--- src/rtl/lease_pkg.sv ---
package lease_pkg;

	// cache geometry
	// one lease register per cache block
	localparam int N_BLOCKS = 8;

	// lease counter width
	// a lease of zero means the block has expired
	localparam int LEASE_W = 6;

	// block index width, follows the block count
	localparam int BLOCK_IDX_W = $clog2(N_BLOCKS);

	// one lease value
	typedef logic [LEASE_W-1:0] lease_t;

	// one block index
	typedef logic [BLOCK_IDX_W-1:0] block_idx_t;

	// one bit per block, bit k belongs to block k
	typedef logic [N_BLOCKS-1:0] block_vec_t;

	// whole lease table, element k is the lease of block k
	typedef lease_t [N_BLOCKS-1:0] lease_array_t;

	// lease load request from the cache controller
	typedef struct packed {
		// load strobe
		logic write;
		// target block
		block_idx_t addr;
		// new lease value
		lease_t lease;
	} lease_update_t;

	// victim choice as seen by the replacement logic
	typedef struct packed {
		// set when the named block has a zero lease
		logic expired;
		// block to evict
		block_idx_t idx;
	} victim_t;

endpackage

--- src/rtl/lowest_index_encoder.sv ---
`timescale 1ns/100ps

// priority encoder over one block vector
// lowest set bit wins, empty vector gives index zero
module lowest_index_encoder (
	input  lease_pkg::block_vec_t vec_i,
	output lease_pkg::block_idx_t idx_o
);

	import lease_pkg::*;

	// working copy of the result
	block_idx_t idx;

	always_comb begin
		// default for an empty vector
		idx = '0;

		// scan from the top bit down
		// each hit overwrites the previous one,
		// so the last hit is the lowest set bit
		for (int k = N_BLOCKS - 1; k >= 0; k--) begin
			if (vec_i[k]) begin
				idx = block_idx_t'(k);
			end
		end
	end

	// purely combinational
	// no clock, no reset
	assign idx_o = idx;

endmodule

--- src/rtl/lease_register_file.sv ---
`timescale 1ns/100ps

// lease registers, one per cache block
// loaded by the cache controller, counted down on every access tick
module lease_register_file (
	input  logic                    clock_i,
	input  logic                    resetn_i,
	input  lease_pkg::lease_update_t update_i,
	input  logic                    tick_i,
	output lease_pkg::lease_array_t  leases_o
);

	import lease_pkg::*;

	// current lease table
	lease_array_t leases_q;
	// next lease table
	lease_array_t leases_d;

	// decoded write enables
	// at most one bit set per cycle
	block_vec_t write_hit;

	// address decode for the load request
	always_comb begin
		for (int k = 0; k < N_BLOCKS; k++) begin
			write_hit[k] = update_i.write && (update_i.addr == block_idx_t'(k));
		end
	end

	// next state per block
	always_comb begin
		// hold by default
		leases_d = leases_q;

		for (int k = 0; k < N_BLOCKS; k++) begin
			if (write_hit[k]) begin
				// write beats tick
				// new lease is loaded undecremented
				leases_d[k] = update_i.lease;
			end else if (tick_i && (leases_q[k] != '0)) begin
				// countdown, saturates at zero
				leases_d[k] = leases_q[k] - lease_t'(1);
			end
		end
	end

	// lease table register
	// sync active low clear, all blocks start expired
	always_ff @(posedge clock_i) begin
		if (!resetn_i) begin
			leases_q <= '0;
		end else begin
			leases_q <= leases_d;
		end
	end

	// table goes straight out
	// selector and arbiter both read it
	assign leases_o = leases_q;

endmodule

--- src/rtl/approx_lease_selector.sv ---
`timescale 1ns/100ps

// approximate maximum lease finder
// looks at the table one bit slice at a time, top slice first;
// the winner is the lowest block with a one in the highest
// bit position where any block has a one
module approx_lease_selector (
	input  lease_pkg::lease_array_t leases_i,
	output lease_pkg::block_idx_t   max_idx_o
);

	import lease_pkg::*;

	// slice b holds bit b of every lease
	block_vec_t [LEASE_W-1:0] slice_vec;

	// slice has at least one block with this bit set
	logic [LEASE_W-1:0] slice_occ;

	// lowest block index per slice
	block_idx_t slice_idx [LEASE_W];

	// mux chain stage outputs
	// stage b is the pick from slices b and above
	block_idx_t chain_idx [LEASE_W];

	// any slice strictly above or at b is occupied
	// slice 0 never needs this, nothing sits below it
	logic [LEASE_W-1:1] occ_above;

	// transpose the lease table into bit slices
	always_comb begin
		for (int b = 0; b < LEASE_W; b++) begin
			for (int k = 0; k < N_BLOCKS; k++) begin
				slice_vec[b][k] = leases_i[k][b];
			end
		end
	end

	// occupancy per slice
	always_comb begin
		for (int b = 0; b < LEASE_W; b++) begin
			slice_occ[b] = |slice_vec[b];
		end
	end

	// one encoder per bit slice
	for (genvar b = 0; b < LEASE_W; b++) begin : g_slice
		lowest_index_encoder u_slice_enc (
			.vec_i (slice_vec[b]),
			.idx_o (slice_idx[b])
		);
	end

	// mux chain, priority runs from the top slice down
	for (genvar b = 0; b < LEASE_W; b++) begin : g_chain
		if (b == LEASE_W - 1) begin : g_top
			// top slice has nothing above it
			assign chain_idx[b] = slice_idx[b];
			assign occ_above[b] = slice_occ[b];
		end else if (b > 0) begin : g_mid
			// an occupied slice above shadows this one
			assign chain_idx[b] = occ_above[b+1] ? chain_idx[b+1] : slice_idx[b];
			assign occ_above[b] = occ_above[b+1] | slice_occ[b];
		end else begin : g_bottom
			// last stage, falls back to slice 0
			// all zero leases end up here with index 0
			assign chain_idx[b] = occ_above[b+1] ? chain_idx[b+1] : slice_idx[b];
		end
	end

	// bottom of the chain is the answer
	assign max_idx_o = chain_idx[0];

endmodule

--- src/rtl/victim_arbiter.sv ---
`timescale 1ns/100ps

// victim choice
// expired blocks go first, lowest index among them;
// otherwise take the approximate maximum from the selector
module victim_arbiter (
	input  logic                   clock_i,
	input  logic                   resetn_i,
	input  lease_pkg::lease_array_t leases_i,
	input  lease_pkg::block_idx_t   max_idx_i,
	output lease_pkg::victim_t      victim_o
);

	import lease_pkg::*;

	// blocks whose lease has run out
	block_vec_t expired_vec;

	// lowest expired block
	block_idx_t expired_idx;

	// at least one block expired
	logic any_expired;

	// victim before and after the register
	victim_t victim_d;
	victim_t victim_q;

	// zero lease flags
	always_comb begin
		for (int k = 0; k < N_BLOCKS; k++) begin
			expired_vec[k] = (leases_i[k] == '0);
		end
	end

	// same encoder as the selector slices
	lowest_index_encoder u_expired_enc (
		.vec_i (expired_vec),
		.idx_o (expired_idx)
	);

	assign any_expired = |expired_vec;

	// expired wins over the approximate maximum
	always_comb begin
		victim_d.expired = any_expired;
		if (any_expired) begin
			victim_d.idx = expired_idx;
		end else begin
			victim_d.idx = max_idx_i;
		end
	end

	// victim register
	// one edge behind the lease table, updated every cycle
	always_ff @(posedge clock_i) begin
		if (!resetn_i) begin
			victim_q <= '0;
		end else begin
			victim_q <= victim_d;
		end
	end

	// registered level
	// no handshake, the consumer samples when it needs it
	assign victim_o = victim_q;

endmodule

--- src/rtl/lease_cache_top.sv ---
`timescale 1ns/100ps

// lease based victim selection
// register file feeds both the selector and the arbiter
module lease_cache_top (
	input  logic                    clock_i,
	input  logic                    resetn_i,
	input  lease_pkg::lease_update_t update_i,
	input  logic                    tick_i,
	output lease_pkg::victim_t       victim_o
);

	import lease_pkg::*;

	// lease table, register file out
	lease_array_t leases;

	// approximate maximum, selector out
	block_idx_t max_idx;

	// lease storage and countdown
	lease_register_file u_lease_register_file (
		.clock_i  (clock_i),
		.resetn_i (resetn_i),
		.update_i (update_i),
		.tick_i   (tick_i),
		.leases_o (leases)
	);

	// combinational approximate maximum
	approx_lease_selector u_approx_lease_selector (
		.leases_i  (leases),
		.max_idx_o (max_idx)
	);

	// expired check and victim register
	// two edges from update_i to victim_o in total
	victim_arbiter u_victim_arbiter (
		.clock_i   (clock_i),
		.resetn_i  (resetn_i),
		.leases_i  (leases),
		.max_idx_i (max_idx),
		.victim_o  (victim_o)
	);

endmodule

--- config.mk ---
export PLATFORM = sky130hd
export DESIGN_NAME = lease_cache_top
export DESIGN_NICKNAME = d
export VERILOG_FILES = /design/src/rtl/lease_pkg.sv /design/src/rtl/lowest_index_encoder.sv /design/src/rtl/lease_register_file.sv /design/src/rtl/approx_lease_selector.sv /design/src/rtl/victim_arbiter.sv /design/src/rtl/lease_cache_top.sv
export SDC_FILE = /design/constraint.sdc
export NUM_CORES = 1
export LEC_CHECK = 0
export ABC_AREA = 1
export BUFFER_PORTS_ARGS = -buffer_cell sky130_fd_sc_hd__buf_2
export CAP_MARGIN = 20
export CORE_ASPECT_RATIO = 1.1
export CORE_UTILIZATION = 40
export CTS_BUF_LIST = sky130_fd_sc_hd__clkbuf_16
export DETAILED_ROUTE_END_ITERATION = 16
export GPL_TIMING_DRIVEN = 0
export HOLD_SLACK_MARGIN = 0.02
export PLACE_DENSITY = 0.59
export SLEW_MARGIN = 20
export SYNTH_ARGS = -nofsm -noshare
export SYNTH_HDL_FRONTEND = slang
export SYNTH_SLANG_ARGS = --single-unit
--- constraint.sdc ---
create_clock -name clock_i -period 2 [get_ports clock_i]
set_clock_uncertainty 0.2 [all_clocks]
set_input_delay 0.1 -clock clock_i [delete_from_list [all_inputs] [get_ports clock_i]]
set_output_delay 0.1 -clock clock_i [all_outputs]
set_load 0.01 [all_outputs]
==> results.json <==
{
  "outcome": "complete, no violations",
  "path_clk_slew_ns": 0.07,
  "grt_use_total": 0.261,
  "tritoncts": "yes",
  "synthesis.area_sq_um": 3620,
  "synth.distinct_cells": 41,
  "globalRoute.totalOverflow": 0,
  "syn-num-nets": 583,
  "p_leak_nw": 1.92,
  "fin_nets": 619,
  "synth-edff-count": 0,
  "die_y_microns": 102,
  "clkLatencyLatePin_ns": 0.30,
  "tns_ns": 0,
  "synth_flop_cell": "dfxtp_1",
  "portBuffers": 13,
  "finalWirelength_mm": 12.0,
  "rsz0062_at_grt": "yes",
  "cp.arrival_ns": 1.96,
  "routabilityCongestion": 0.928,
  "syn_avg_cell_area_sq_um": 6.46,
  "layout_min_cycle_time_ns": 1.94,
  "cts-root-buf": "clkbuf_16",
  "antenna_found_initial": 0,
  "yosys_warnings": 0,
  "core_region_area_sq_um": 8830,
  "drt-initial-drc-count": 300,
  "holdWs_ns": 0.0335,
  "seq_area_sq_um": 1070,
  "powerDensity_nw_per_um2": 1960,
  "pin_count": 17,
  "path_cells": "inv_2 -> ha_2 -> inv_2 -> nor2_2 -> nand4_4 -> nand4_1 -> nor2_2 -> o21ai_1 -> inv_1 -> nand2_1 -> a21oi_2",
  "routedWlPerCell_microns": 16.9,
  "grt_max_degree": 17,
  "slew_headroom": 0.500,
  "grt_pass1_vias": 3620,
  "place_area_sq_um": 3820,
  "fin_area_sq_um": 4250,
  "worstHoldPathType": "in -> reg",
  "cts_sinks": 52,
  "endpoint_kind": "register",
  "hold_violations": 0,
  "diodes": 0,
  "cts_buffer_depth": 2,
  "vdd_drop_max_mv": 0.694,
  "required_ns": 2.02,
  "setup_viol_count_final": 0,
  "p_total_mw": 8.32,
  "tightest_slew_ns": 0.751,
  "std_cell_rows": 36,
  "ant_nets": 0,
  "viasPerCell": 5.59,
  "drt-pass1-iter-count": 5,
  "critPathKind": "reg -> reg",
  "die_area_sq_um": 9420,
  "fin_ws_ns": 0.0621,
  "post-route-period-util": 0.969,
  "drc": 0,
  "grt_pass1_wl_mm": 18.8,
  "drive_above_1_share": 0.238,
  "max_freq_ghz": 0.516,
  "start_kind": "register",
  "start_util": 0.410,
  "drv_slew": 0,
  "pre_cts_slack_ns": -0.0675,
  "area_growth_pct": 17.6,
  "maxCapViolCount": 0,
  "vias": 3972,
  "cp_slowest_stage_delay_ns": 0.37,
  "dp_hpwl_mm": 8.88,
  "fill_cells": 956,
  "numCtsBuffers": 5,
  "multi_input_area_sq_um": 2290,
  "crit_fanout": 5,
  "crit_path_top_delay_cell": "dfxtp_4",
  "syn_inst": 560,
  "async_flop_share": 0,
  "ys_ff_latch": 52,
  "htree_levels": 2,
  "fp.dieW_microns": 92.7,
  "seq_area_frac_synth": 0.288
}
==> power breakdown <==
part / total (mW) / switching (mW) / internal, mW
Combinational: 5.45 / 3.39 / 2.06
Sequential: 2.00 / 0.496 / 1.51
Clock: 0.871 / 0.408 / 0.463
==> registers in the layout, indices dropped and copies added (netlist names) <==
name,flops
u_lease_register_file.leases_o,48
u_victim_arbiter.victim_o,4
==> per-layer routing <==
layer  up-vias  share of wire  track usage
li1       1944              -            -
met5         -              0            0
met2       154           0.46        0.452
met4         0          0.052        0.133
met3        46          0.065       0.0420
met1      1828           0.42        0.314
==> critical path: cells and delay by family (launching register included) <==
family	cells	cell delay [ns]
simple gates	5	0.70
buf+inv	3	0.16
compound gates	2	0.24
flops	1	0.37
fa+ha+maj	1	0.18
==> repair_timing <==
| item | 4_1_cts | 5_1_grt |
|---|---|---|
| resized for setup | 11 | 56 |
| hold buffers | 3 | 0 |
| pin swaps | 2 | 13 |
| hold endpoints to repair | 7 | 0 |
| buffers inserted | 3 | 11 |
| endpoints found under the setup margin | 10 | 48 |
==> kinds of logic (layout without fill, tap and decap cells) <==
logic type	count (synthesis)	after routing	share of synthesized area
xor gates and xnor gates	13	13	0.0315
adders and majority gates	10	10	0.0346
DFF	52	52	0.288
buffers and inverters	104	141	0.109
and+or+nand+nor	276	276	0.352
AOI/OAI and AO/OA	105	105	0.185
==> path summary, 6_finish.rpt <==
path	start	endpoint	slack [ns]	depth (start not counted)
min	update_i[0]	u_lease_register_file.leases_o[30]	0.03	3
max reg2reg	u_lease_register_file.leases_o[30]	u_victim_arbiter.victim_o[2]	0.06	11
max	u_lease_register_file.leases_o[30]	u_victim_arbiter.victim_o[2]	0.06	11
min reg2reg	u_lease_register_file.leases_o[0]	u_lease_register_file.leases_o[0]	0.27	1
==> final cells by class <==
cell class | count | share of cell area
Buffer | 10 | 0.0100
Clock buffer | 5 | 0.0294
Clock inverter | 3 | 0.00441
Inverter | 93 | 0.0859
Multi-Input combinational cell | 404 | 0.539
Sequential cell | 52 | 0.251
Tap cell | 114 | 0.0335
Timing Repair Buffer | 30 | 0.0471
==> layout by cell type (no fill, tap or decap), types with 5 or more instances in the layout <==
cell,count
a21oi_1,21
a31oi_1,20
buf_2,15
buf_4,14
clkbuf_16,5
dfxtp_1,41
dfxtp_2,6
dfxtp_4,5
inv_1,49
inv_2,39
nand2_1,133
nand2_2,9
nand3_1,43
nand4_1,9
nor2_1,39
nor2_2,16
nor2_4,5
nor3_1,10
o211ai_1,18
o21ai_0,18
o221ai_1,5
xor2_1,13
==> synthesized netlist by cell type (2+ instances only) <==
library cell | instances | area [sq um]
a211oi_1 | 2 | 15.0
o31ai_1 | 2 | 15.0
a2bb2oi_1 | 2 | 17.5
o221ai_1 | 5 | 43.8
o22ai_1 | 4 | 25.0
nand2_1 | 141 | 529
nor3_1 | 10 | 50.1
nand4_1 | 9 | 56.3
nor2_4 | 2 | 22.5
ha_1 | 10 | 125
o311ai_1 | 2 | 17.5
a221oi_1 | 4 | 35.0
o211ai_1 | 18 | 135
nor2_2 | 13 | 81.3
buf_1 | 2 | 7.51
clkbuf_1 | 7 | 26.3
o21ai_0 | 18 | 90.1
xor2_1 | 13 | 114
a21oi_1 | 22 | 110
o21ai_1 | 3 | 15.0
inv_2 | 31 | 116
nor2_1 | 45 | 169
nand3_1 | 45 | 225
dfxtp_1 | 52 | 1040
nand3_4 | 2 | 35.0
inv_1 | 61 | 229
a31oi_1 | 20 | 125
buf_2 | 2 | 10.0
==> through the flow <==
| step | util | std cells |
|---|---|---|
| after floorplan | - | 560 |
| after global placement | 0.433 | 687 |
| after detailed placement | 0.433 | 687 |
| after CTS | 0.458 | 701 |
| after global routing | 0.482 | 711 |
| final | 0.482 | 711 |
No activity file was read; power rests on OpenSTA's default activity.
